File: config.mk
export PLATFORM = sky130hd
export DESIGN_NAME = fetch_buffer
export DESIGN_NICKNAME = d
export VERILOG_FILES = /design/src/rtl/fetch_pkg.sv /design/src/rtl/fetch_buffer_ram.sv /design/src/rtl/fetch_buffer_ctrl.sv /design/src/rtl/fetch_buffer.sv
export VERILOG_INCLUDE_DIRS = /design/src /design/src/rtl
export SDC_FILE = /design/constraint.sdc
export NUM_CORES = 1
export LEC_CHECK = 0
export ABC_AREA = 0
export BUFFER_PORTS_ARGS = -buffer_cell sky130_fd_sc_hd__buf_2
export CORE_AREA = 3 3 237 239
export CTS_BUF_LIST = sky130_fd_sc_hd__clkbuf_2
export CTS_CLUSTER_DIAMETER = 30
export DETAILED_ROUTE_END_ITERATION = 6
export DIE_AREA = 0 0 240 242
export PLACE_DENSITY = 0.72
export REMOVE_ABC_BUFFERS = 1
export SLEW_MARGIN = 20
export SYNTH_ARGS = -nofsm -noshare
export SYNTH_HDL_FRONTEND = slang
export SYNTH_SLANG_ARGS = --single-unit
File: constraint.sdc
create_clock -name clk -period 15.2 [get_ports clk]
set_clock_uncertainty 0.15 [all_clocks]
set_input_delay 3.04 -clock clk [delete_from_list [all_inputs] [get_ports clk]]
set_output_delay 3.04 -clock clk [all_outputs]
set_load 0.02 [all_outputs]
File: src/rtl/fetch_defs.svh
`ifndef FETCH_DEFS_SVH
`define FETCH_DEFS_SVH

// Log2 of the entry count
`define FB_DEPTH 3

// Instruction word width
`define FB_WORD 32

// Prefetch limit in half-words, twice the entries minus 4
`define FB_WINDOW ((2 << `FB_DEPTH) - 4)

`endif

File: src/rtl/fetch_pkg.sv
`include "fetch_defs.svh"

package fetch_pkg;

  typedef logic [`FB_WORD-1:0] fetch_word_t;

  typedef struct packed {
    logic        valid;
    logic [29:0] tag;   // Word address bits 31:2
    fetch_word_t data;
  } fb_entry_t;

  typedef enum logic {FB_RUN, FB_FLUSH} fb_state_e;

  typedef enum logic {ILEN_16, ILEN_32} ilen_e;

  // Both low bits set means a full 32-bit instruction
  function automatic ilen_e get_ilen(input logic [15:0] parcel);
    return (&parcel[1:0]) ? ILEN_32 : ILEN_16;
  endfunction

endpackage

File: src/rtl/fetch_buffer_ram.sv
`timescale 1ns/100ps
`include "fetch_defs.svh"

module fetch_buffer_ram (
  input  logic                 clk,
  input  logic                 wen,
  input  logic [`FB_DEPTH-1:0] waddr,
  input  fetch_pkg::fb_entry_t wentry,
  input  logic [`FB_DEPTH-1:0] raddr1,
  input  logic [`FB_DEPTH-1:0] raddr2,
  output fetch_pkg::fb_entry_t rentry1,
  output fetch_pkg::fb_entry_t rentry2
);
  import fetch_pkg::*;

  // All entries start out invalid
  fb_entry_t mem [0:(1 << `FB_DEPTH)-1] = '{default: '0};

  always_ff @(posedge clk) begin
    if (wen) begin
      mem[waddr] <= wentry;
    end
  end

  // Two lookups per cycle, word and next word
  assign rentry1 = mem[raddr1];
  assign rentry2 = mem[raddr2];

  a_waddr_known: assert property (@(posedge clk) wen |-> !$isunknown(waddr))
    else $error("fetch_buffer_ram: write with unknown slot address");

endmodule

File: src/rtl/fetch_buffer_ctrl.sv
`timescale 1ns/100ps
`include "fetch_defs.svh"

module fetch_buffer_ctrl (
  input  logic                   clk,
  input  logic                   rst,
  input  logic                   fetch_valid,
  input  logic                   fetch_fence,
  input  logic [31:0]            fetch_addr,
  output logic                   fetch_ready,
  output fetch_pkg::fetch_word_t fetch_rdata,
  input  logic                   imem_ready,
  input  fetch_pkg::fetch_word_t imem_rdata,
  output logic                   imem_valid,
  output logic                   imem_fence,
  output logic [31:0]            imem_addr,
  output logic                   wen,
  output logic [`FB_DEPTH-1:0]   waddr,
  output fetch_pkg::fb_entry_t   wentry,
  output logic [`FB_DEPTH-1:0]   raddr1,
  output logic [`FB_DEPTH-1:0]   raddr2,
  input  fetch_pkg::fb_entry_t   rentry1,
  input  fetch_pkg::fb_entry_t   rentry2
);
  import fetch_pkg::*;

  localparam int CNT_W = `FB_DEPTH + 1;
  localparam logic [CNT_W-1:0] WINDOW = `FB_WINDOW;

  fb_state_e            state;
  fb_state_e            state_nxt;
  logic [`FB_DEPTH-1:0] fid;       // Slot being cleared
  logic [`FB_DEPTH-1:0] fid_nxt;
  logic [31:0]          addr;      // Next word to prefetch
  logic [31:0]          addr_nxt;
  logic [CNT_W-1:0]     incr;      // Half-words fetched ahead of the core
  logic [CNT_W-1:0]     incr_nxt;

  logic                 lookup;
  logic                 misal;
  logic [29:0]          tag1;
  logic [29:0]          tag2;
  logic                 st_hit1;
  logic                 st_hit2;
  logic                 wr_hit1;
  logic                 wr_hit2;
  logic                 hit1;
  logic                 hit2;
  logic                 st_ready;
  fetch_word_t          word1;
  fetch_word_t          word2;
  ilen_e                len;
  logic [CNT_W-1:0]     step;

  // ##########################################################
  // Store writes, prefetch and flush sequencing
  // ##########################################################

  always_comb begin
    state_nxt = state;
    fid_nxt   = fid;
    wen       = 1'b0;
    waddr     = addr[`FB_DEPTH+1:2];
    wentry    = '0;
    case (state)
      FB_RUN: begin
        if (fetch_valid && fetch_fence) begin
          wen       = 1'b1;    // Slot 0 cleared in the fence cycle
          waddr     = '0;
          fid_nxt   = '0;
          state_nxt = FB_FLUSH;
        end else if (imem_ready) begin
          wen          = 1'b1;
          wentry.valid = 1'b1;
          wentry.tag   = addr[31:2];
          wentry.data  = imem_rdata;
        end
      end
      FB_FLUSH: begin
        if (fid != '1) begin
          wen     = 1'b1;
          waddr   = fid + 1'b1;
          fid_nxt = fid + 1'b1;
        end else if (imem_ready) begin
          state_nxt = FB_RUN;  // Memory has seen the fence
        end
      end
      default: state_nxt = FB_RUN;
    endcase
  end

  // ##########################################################
  // Lookup of the fetch word and the word after it
  // ##########################################################

  assign lookup = fetch_valid && !fetch_fence && (state == FB_RUN);
  assign misal  = fetch_addr[1];
  assign tag1   = fetch_addr[31:2];
  assign tag2   = fetch_addr[31:2] + 30'd1;
  assign raddr1 = tag1[`FB_DEPTH-1:0];
  assign raddr2 = tag2[`FB_DEPTH-1:0];

  assign st_hit1 = rentry1.valid && (rentry1.tag == tag1);
  assign st_hit2 = rentry2.valid && (rentry2.tag == tag2);
  assign wr_hit1 = wen && wentry.valid && (wentry.tag == tag1);  // Bypass
  assign wr_hit2 = wen && wentry.valid && (wentry.tag == tag2);

  assign hit1  = wr_hit1 || st_hit1;
  assign hit2  = wr_hit2 || st_hit2;
  assign word1 = wr_hit1 ? wentry.data : rentry1.data;
  assign word2 = wr_hit2 ? wentry.data : rentry2.data;

  // Built from store contents only so imem_valid never waits on imem_ready
  assign st_ready = lookup && st_hit1 &&
                    (!misal || st_hit2 || get_ilen(rentry1.data[31:16]) == ILEN_16);

  always_comb begin
    fetch_ready = 1'b0;
    fetch_rdata = '0;
    if (lookup && hit1) begin
      if (!misal) begin
        fetch_rdata = word1;
        fetch_ready = 1'b1;
      end else begin
        fetch_rdata[15:0] = word1[31:16];
        fetch_ready       = (get_ilen(word1[31:16]) == ILEN_16);
        if (hit2) begin
          fetch_rdata[31:16] = word2[15:0];  // Upper half from next word
          fetch_ready        = 1'b1;
        end
      end
    end
  end

  assign len  = get_ilen(fetch_rdata[15:0]);
  assign step = (len == ILEN_32) ? CNT_W'(2) : CNT_W'(1);

  // ##########################################################
  // Prefetch address, window count and redirect
  // ##########################################################

  always_comb begin
    addr_nxt = addr;
    incr_nxt = incr;
    if (state == FB_RUN && fetch_valid && fetch_fence) begin
      incr_nxt = '0;
    end else if (wentry.valid) begin
      if (incr < WINDOW) begin
        addr_nxt = addr + 32'd4;
        incr_nxt = incr + CNT_W'(2);
      end
      if (lookup && !fetch_ready) begin
        if (!hit1) begin
          addr_nxt = {tag1, 2'b00};
          incr_nxt = '0;
        end else if (!hit2) begin
          addr_nxt = {tag2, 2'b00};  // Second half of a split instruction
          incr_nxt = '0;
        end
      end
    end
    if (fetch_ready && step <= incr_nxt) begin
      incr_nxt = incr_nxt - step;
    end
  end

  assign imem_valid = (state == FB_FLUSH) || (incr < WINDOW) || (lookup && !st_ready);
  assign imem_fence = (state == FB_FLUSH);
  assign imem_addr  = addr;

  always_ff @(posedge clk) begin
    if (!rst) begin
      state <= FB_RUN;
      fid   <= '0;
      addr  <= '0;
      incr  <= '0;
    end else begin
      state <= state_nxt;
      fid   <= fid_nxt;
      addr  <= addr_nxt;
      incr  <= incr_nxt;
    end
  end

  a_imem_addr_hold: assert property (@(posedge clk) disable iff (!rst)
    (imem_valid && !imem_ready) |=> $stable(imem_addr))
    else $error("fetch_buffer_ctrl: imem_addr changed while the memory stalled");

  a_window_bound: assert property (@(posedge clk) disable iff (!rst)
    incr <= WINDOW + CNT_W'(1))
    else $error("fetch_buffer_ctrl: prefetch count beyond the window");

endmodule

File: src/rtl/fetch_buffer.sv
`timescale 1ns/100ps
`include "fetch_defs.svh"

module fetch_buffer (
  input  logic                   clk,
  input  logic                   rst,
  input  logic                   fetch_valid,
  input  logic                   fetch_fence,
  input  logic [31:0]            fetch_addr,
  output logic                   fetch_ready,
  output fetch_pkg::fetch_word_t fetch_rdata,
  output logic                   imem_valid,
  output logic                   imem_fence,
  output logic [31:0]            imem_addr,
  input  logic                   imem_ready,
  input  fetch_pkg::fetch_word_t imem_rdata
);
  import fetch_pkg::*;

  logic                 wen;
  logic [`FB_DEPTH-1:0] waddr;
  fb_entry_t            wentry;
  logic [`FB_DEPTH-1:0] raddr1;
  logic [`FB_DEPTH-1:0] raddr2;
  fb_entry_t            rentry1;
  fb_entry_t            rentry2;

  fetch_buffer_ram i_fetch_buffer_ram (
    .clk     (clk),
    .wen     (wen),
    .waddr   (waddr),
    .wentry  (wentry),
    .raddr1  (raddr1),
    .raddr2  (raddr2),
    .rentry1 (rentry1),
    .rentry2 (rentry2)
  );

  fetch_buffer_ctrl i_fetch_buffer_ctrl (
    .clk         (clk),
    .rst         (rst),
    .fetch_valid (fetch_valid),
    .fetch_fence (fetch_fence),
    .fetch_addr  (fetch_addr),
    .fetch_ready (fetch_ready),
    .fetch_rdata (fetch_rdata),
    .imem_ready  (imem_ready),
    .imem_rdata  (imem_rdata),
    .imem_valid  (imem_valid),
    .imem_fence  (imem_fence),
    .imem_addr   (imem_addr),
    .wen         (wen),
    .waddr       (waddr),
    .wentry      (wentry),
    .raddr1      (raddr1),
    .raddr2      (raddr2),
    .rentry1     (rentry1),
    .rentry2     (rentry2)
  );

endmodule

==> results of run 1 <==
[report_power, final]
part	leakage [nW]	total (mW)	switching, mW	internal [mW]
clock	0.954	0.984	0.603	0.381
combinational	5.16	0.501	0.307	0.195
sequential	5.05	1.73	0.0362	1.69
total	11.2	3.21	0.946	2.27
[synth_stat cells (all sizes together) (49+ instances only)]
master and number:
nor2 129, nand3 68, nor3 53, mux2i 95, xnor2 77, inv 63, nand2 126, mux4 186
a21oi 92, a211oi 49, buf 77, clkbuf 112, edfxtp 504
[worst max-delay path, delay by kind of cell]
| kind | cells | cell delay (ns) |
|---|---|---|
| AO/OA/AOI/OAI | 3 | 0.90 |
| XOR/XNOR | 1 | 0.12 |
| adder cells (fa/ha/maj) | 1 | 0.73 |
| buffers and inverters | 4 | 1.59 |
| multiplexers | 2 | 0.81 |
| AND/OR/NAND/NOR | 4 | 1.40 |
[cell usage in the layout, fill, tap and decap left out, types with 23 or more instances in the layout]
cell type	count
mux4_2	186
and3_1	44
o22ai_1	26
clkinv_1	31
nand3_1	65
clkbuf_2	191
buf_4	46
nand4_1	41
nor2_1	121
dfxtp_1	38
or4_1	23
nand2_1	125
nand2b_1	27
buf_2	129
a21oi_1	91
edfxtp_1	504
and2_1	24
inv_1	63
a211oi_1	49
a31oi_1	25
nor4_1	36
mux2i_1	95
o211ai_1	23
nor3_1	48
o21ai_0	45
nor2b_1	33
xnor2_1	76
[layout make-up]
type | count | area (µm²) | share of cell area, %
Clock buffer | 191 | 955.9 | 2.951
Tap cell | 696 | 870.8 | 2.688
Sequential cell | 542 | 15900 | 49.07
Antenna cell | 2 | 5.005 | 0.01545
Inverter | 63 | 236.5 | 0.7300
Multi-Input combinational cell | 1505 | 13080 | 40.38
Clock inverter | 54 | 292.8 | 0.9038
Timing Repair Buffer | 179 | 1057 | 3.264
[routing by layer]
metal	GRT usage [%]	wire length [µm]	up-vias
met3	7.320	9113	277
met5	0	0	-
met2	50.85	44280	1396
li1	-	-	9501
met1	43.32	35940	11150
met4	14.36	4026	0
[metrics by stage]
step / area [µm²] / util (%)
final: 32390 / 59.96
after global routing: 32390 / 59.96
after CTS: 32390 / 59.95
after detailed placement: 31140 / 57.64
after global placement: 31130 / 57.62
after floorplan: 29050 / -
[final timing paths]
check / endpoint / slack [ns] / cells past startpoint
max: fetch_rdata[16] / 3.17 / 15
min: i_fetch_buffer_ctrl.fid[2]$_SDFFE_PN0P_ / 0.37 / 2
max reg2reg: i_fetch_buffer_ctrl.incr[2]$_SDFF_PN0_ / 8.20 / 20
min reg2reg: i_fetch_buffer_ctrl.fid[2]$_SDFFE_PN0P_ / 0.37 / 2
[flip-flops by register name, summed over array words and instances (netlist names)]
name                            count
i_fetch_buffer_ctrl.imem_addr      30
i_fetch_buffer_ctrl.fid             3
i_fetch_buffer_ctrl.incr            4
i_fetch_buffer_ram.mem            504
i_fetch_buffer_ctrl.imem_fence      1
[kinds of logic after synthesis]
logic type,after synthesis
AND/OR/NAND/NOR,707
flip-flops,542
AO/OA/AOI/OAI,391
multiplexers,296
buffers and inverters,252
XOR/XNOR,100
adder cells (fa/ha/maj),9
other,1
==> run metrics, run 1 <==
status=completed; width of the die=240 µm; RSZ-0062 raised after global routing=false; hold buffer count at cts=0; Max-slew headroom=25.85%; Post-CTS Repair Setup Buffers=0; Final Max Slew Viols=0; dpl cells=2985; P_leak=11.16 nW; global-route wire length before repair=~140000 µm; nets=2512; Peak VDD IR=83.88 µV; dpl hpwl=59890 µm; most area-consuming cells after synthesis=edfxtp_1 51%, mux4_2 14%, mux2i_1 3.2%, dfxtp_1 2.5%, xnor2_1 2.2%; ys async rst share=0%; P per Cell Area=between 90 and 100 nW/µm²; area grow syn2layout=8.517%; CP startpoint kind=input pin; starting density of the core=55.25%; TritonCTS Buffers=between 100 and 150; clock sinks=around 540; main combinational cell family by area after synthesis=multiplexers; register area share after synthesis=53.25%; fin cells=3232; core area=54030 µm²; die span in y=242 µm; Ports=136; worst-margin pin slew=1.104 ns; Post-Synth Simple-Gate Area=around 13%; post-cts gate resize count=0; Routed WL=93360 µm; WP data arrival=about 8.8 ns; Avg WL per Cell=28.89 µm; #FFs+latches synth=542; count of cell types in the netlist=94; CP Capture Type=output pin; number of global-route vias before repair=22600; via/cell ratio=between 6 and 7; die footprint=approximately 58000 µm²; drt pass-1 iters=6; post-synth top area share=a little over 50%; critical path peak fanout=63; via count=~22000; leading area contributor after synthesis=edfxtp_1; crit-path most repeated cell=buf_4; share of cells above drive strength 1=25.61%; Post-synth EDFFs=roughly 500; routability congestion estimate from global placement=roughly 0.96; Total Power=3.212 mW; total gr overflow=0; Antenna Nets Post-Route=0; Layout fillers=4263; Synth Area per Inst=12.99 µm²; critical path's largest stage delay=0.73 ns; Buffers on Ports=132; Rows=between 80 and 90; reg2reg start=i_fetch_buffer_ctrl.imem_fence$_SDFF_PN0_; pre-CTS setup slack=3.168 ns; Synth Instances=~2300; CTS Buffer Depth=3; multiplexer share of the synthesized area=17.78%; DRC=0; worst-skew pair later-pin latency=around 1.3 ns; min-delay src=i_fetch_buffer_ctrl.fid[2]$_SDFFE_PN0P_; initial antenna violation count=2; post-synthesis instance area=about 30000 µm²; Final Cycle Share=79.15%; number of DRC markers in iteration 0=roughly 2500; Worst Hold Class=flip-flop to flip-flop; Critical Path, Cell by Cell=buf_8 -> ha_4 -> buf_4 -> mux4_2 -> mux2i_1 -> xnor2_1 -> a211oi_1 -> nor2_1 -> or4_1 -> nor4_1 -> a22oi_2 -> buf_4 -> nand3b_1 -> a21oi_1 -> buf_2; Hold Violations, Final=0; largest net degree at the start of global routing=a little over 90; Ys Warns=0; post-synthesis compound-gate area fraction=under 10%; Setup TNS Final=0 ns; CTS Root Cell=clkbuf_2; crit path launch=fetch_addr[2]; Max-Cap Viols=0; Final WS setup=3.169 ns; CTS tree=yes; WHS=0.3709 ns; # setup viols final=0; Synth Flop Type=edfxtp_1; clk slew on worst S/H paths=0.09 ns; Crit Path Class=input pin to output pin; fmax=a little over 80 MHz; H-tree depth=4; gr usage total=32.32%; minimum clock period=12.03 ns; slowest CP cell=ha_4; xor/xnor share of the synthesized area=3.190%; Worst EP required=12.01 ns; Adder-Cell Fraction of Synth Area=less than 1%
(Power assumes the default switching activity.)
==> run 2, diff against run 1 <==
==> constraint.sdc (replaced) <==
create_clock -name clk -period 12.51 [get_ports clk]
set_clock_uncertainty 0.15 [all_clocks]
set_input_delay 2.502 -clock clk [delete_from_list [all_inputs] [get_ports clk]]
set_output_delay 2.502 -clock clk [all_outputs]
set_load 0.02 [all_outputs]
==> run 2 against run 1 <==
  * Non-clock buffer count increased by 8
  * First-iteration DRC count fell by 3.3%
  * Final area rose by 0.53%
  * Sequential power rose by 21%
  * Largest cell class unchanged
  * Count of clock-buffer cells in the layout is 4 higher
  * Via count is 0.22% lower
  * Highest routed layer unchanged
  * Cell count up 0.62%
  * Sequential share of layout area is 0.26 points lower
  * Combinational power is 22% higher
  * Critical path type unchanged
  * Wire length fell by 2.2%
==> run metrics, run 2 (synthesized netlist as in run 1, its figures left out) <==
P_sw=1.158 mW (+23%); Final Max Slew Viols=0 (unchanged); CTS Buffer Depth=3 (unchanged); P per Cell Area=123.0 nW/µm² (+24%); # setup viols final=0 (unchanged); worst-margin pin slew=1.107 ns (+0.003631 ns); Crit Path Class=input pin to output pin; post-cts gate resize count=0 (unchanged); Seq. cell area=15900 µm² (unchanged); largest net degree at the start of global routing=67 (-26%); dpl hpwl=59780 µm (-0.18%); Hold Violations, Final=0 (unchanged); WHS=0.3819 ns (+0.01102 ns); Max-slew headroom=25.77% (-0.078 points); clock share of power=32.4% (+1.8 points); Avg WL per Cell=28.09 µm (-2.8%); RSZ-0062 raised after global routing=false; via count=22280 (-0.22%); status=completed; Post-CTS Repair Setup Buffers=0 (unchanged); area grow syn2layout=9.095%; routability congestion estimate from global placement=1.005 (+4.4%); minimum clock period=10.66 ns; global-route wire length before repair=136800 µm (-2.0%); hold buffer count at cts=0 (unchanged); Pint=2.847 mW (+26%); clk slew on worst S/H paths=0.07 ns (-0.02 ns); final core utilization=60.28% (+0.32 points); nets=2520 (+0.32%); Flop pwr share=52.3% (-1.5 points); Peak VDD IR=102.0 µV (+22%); die span in y=242 µm (unchanged); Buffers on Ports=132 (unchanged); H-tree depth=4 (unchanged); TritonCTS Buffers=144 (unchanged); die footprint=58080 µm² (unchanged); P_leak=11.26 nW (+0.89%); critical path peak fanout=40 (-37%); commonest cells after routing, fill and taps aside=504 x edfxtp_1, 195 x clkbuf_2, 186 x mux4_2; CP Capture Type=output pin; DRC=0 (unchanged); number of global-route vias before repair=22360 (-1.1%); CTS tree=yes; Logic pwr share=15.3% (-0.3 points); area occupied by multi-input gates=13070 µm² (about the same); crit-path most repeated cell=buf_4; CTS Root Cell=clkbuf_2; initial antenna violation count=3 (+1); total gr overflow=0 (unchanged); Antenna Nets Post-Route=0 (unchanged); commonest non-fill, non-tap cell in the layout=edfxtp_1; CP startpoint kind=input pin; Biggest register=i_fetch_buffer_ram.mem; width of the die=240 µm (unchanged); Layout fillers=4291 (+0.66%); Setup TNS Final=0 ns (unchanged); Ports=136 (unchanged); share of cells above drive strength 1=25.93% (+0.32 points); Final Cycle Share=85.24%; Rows=85 (unchanged); WP data arrival=8.01 ns (-0.83 ns); slowest CP cell=xor2_4; fmax=between 90 and 100 MHz; starting density of the core=55.25% (unchanged); Routed WL=91350 µm (-2.2%); switching share of total power=28.92% (-0.52 points); via/cell ratio=6.851 (-0.83%); critical path's largest stage delay=0.67 ns (-0.06 ns); Largest register FFs=504 (unchanged); clock sinks=542 (unchanged); Critical Path, Cell by Cell=buf_8 -> ha_4 -> xor2_4 -> buf_4 -> mux4_2 -> mux2i_1 -> xnor2_1 -> or3_1 -> or4_1 -> nor4_1 -> a22oi_2 -> buf_4 -> nand3b_1 -> a21oi_1 -> buf_2; core area=54030 µm² (unchanged); Worst EP required=9.86 ns (-2.15 ns); drt pass-1 iters=6 (unchanged); Worst Hold Class=flip-flop to flip-flop; gr usage total=31.56% (-0.76 points); number of DRC markers in iteration 0=2441 (-3.3%); Max-Cap Viols=0 (unchanged); worst-skew pair later-pin latency=1.32 ns (about the same)
[run 2: cell types whose count changed in the layout (fill, tap and decap cells not counted), sizes merged]
cell,delta
diode,+1
clkinv,+1
clkinvlp,+2
bufinv,+4
clkbuf,+4
buf,+8
[run 2: path summary, 6_finish.rpt]
kind | start | endpoint | slack (ns) | depth (start not counted)
min reg2reg | i_fetch_buffer_ctrl.fid[2]$_SDFFE_PN0P_ | i_fetch_buffer_ctrl.fid[2]$_SDFFE_PN0P_ | 0.38 | 2
min | i_fetch_buffer_ctrl.fid[2]$_SDFFE_PN0P_ | i_fetch_buffer_ctrl.fid[2]$_SDFFE_PN0P_ | 0.38 | 2
max | fetch_addr[2] | fetch_rdata[18] | 1.85 | 15
max reg2reg | i_fetch_buffer_ctrl.imem_fence$_SDFF_PN0_ | i_fetch_buffer_ctrl.incr[2]$_SDFF_PN0_ | 5.87 | 21
[run 2: worst max-delay path, delay by kind of cell]
kind                       cells  cell delay, ns
muxes                          2            0.73
buffers and inverters          4            1.37
and+or+nand+nor                4            1.66
AOI/OAI and AO/OA              2            0.62
xor gates and xnor gates       2            0.82
adders and majority gates      1            0.28
[run 2: layer usage]
metal	GRT usage [%]	vias to the layer above	wire length [µm]
met5	0	-	0
met4	13.31	0	3599
met3	8.163	260	9474
met2	48.90	1461	42280
met1	42.64	11050	35990
li1	-	9507	-
[run 2: metrics by stage]
step	instances	cell area (µm²)	power, mW	setup WS (ns)
global route	3251	32570	4.191	1.661
floorplan	2110	29050	2.507	-2.610
global placement	2993	31160	2.721	1.973
finish	3252	32570	4.005	1.846
CTS	3249	32560	4.030	1.950
detailed placement	2993	31160	2.740	1.958
[run 2: layout make-up]
cell class,instances,area share [%]
clock inverter,61,1.291
antenna,3,0.02305
sequential,542,48.81
inverter,63,0.7261
multi-input combinational,1505,40.13
clock buffer,195,2.997
tap,696,2.674
timing repair buffer,187,3.354
[run 2: power by group through the flow]
stage / combinational (mW) / sequential (mW) / clock, mW
after floorplan: 0.376 / 2.13 / 0
after global placement: 0.592 / 2.13 / 0
after detailed placement: 0.603 / 2.14 / 0
after CTS: 0.606 / 2.10 / 1.33
after global routing: 0.649 / 2.10 / 1.44
final: 0.611 / 2.10 / 1.30
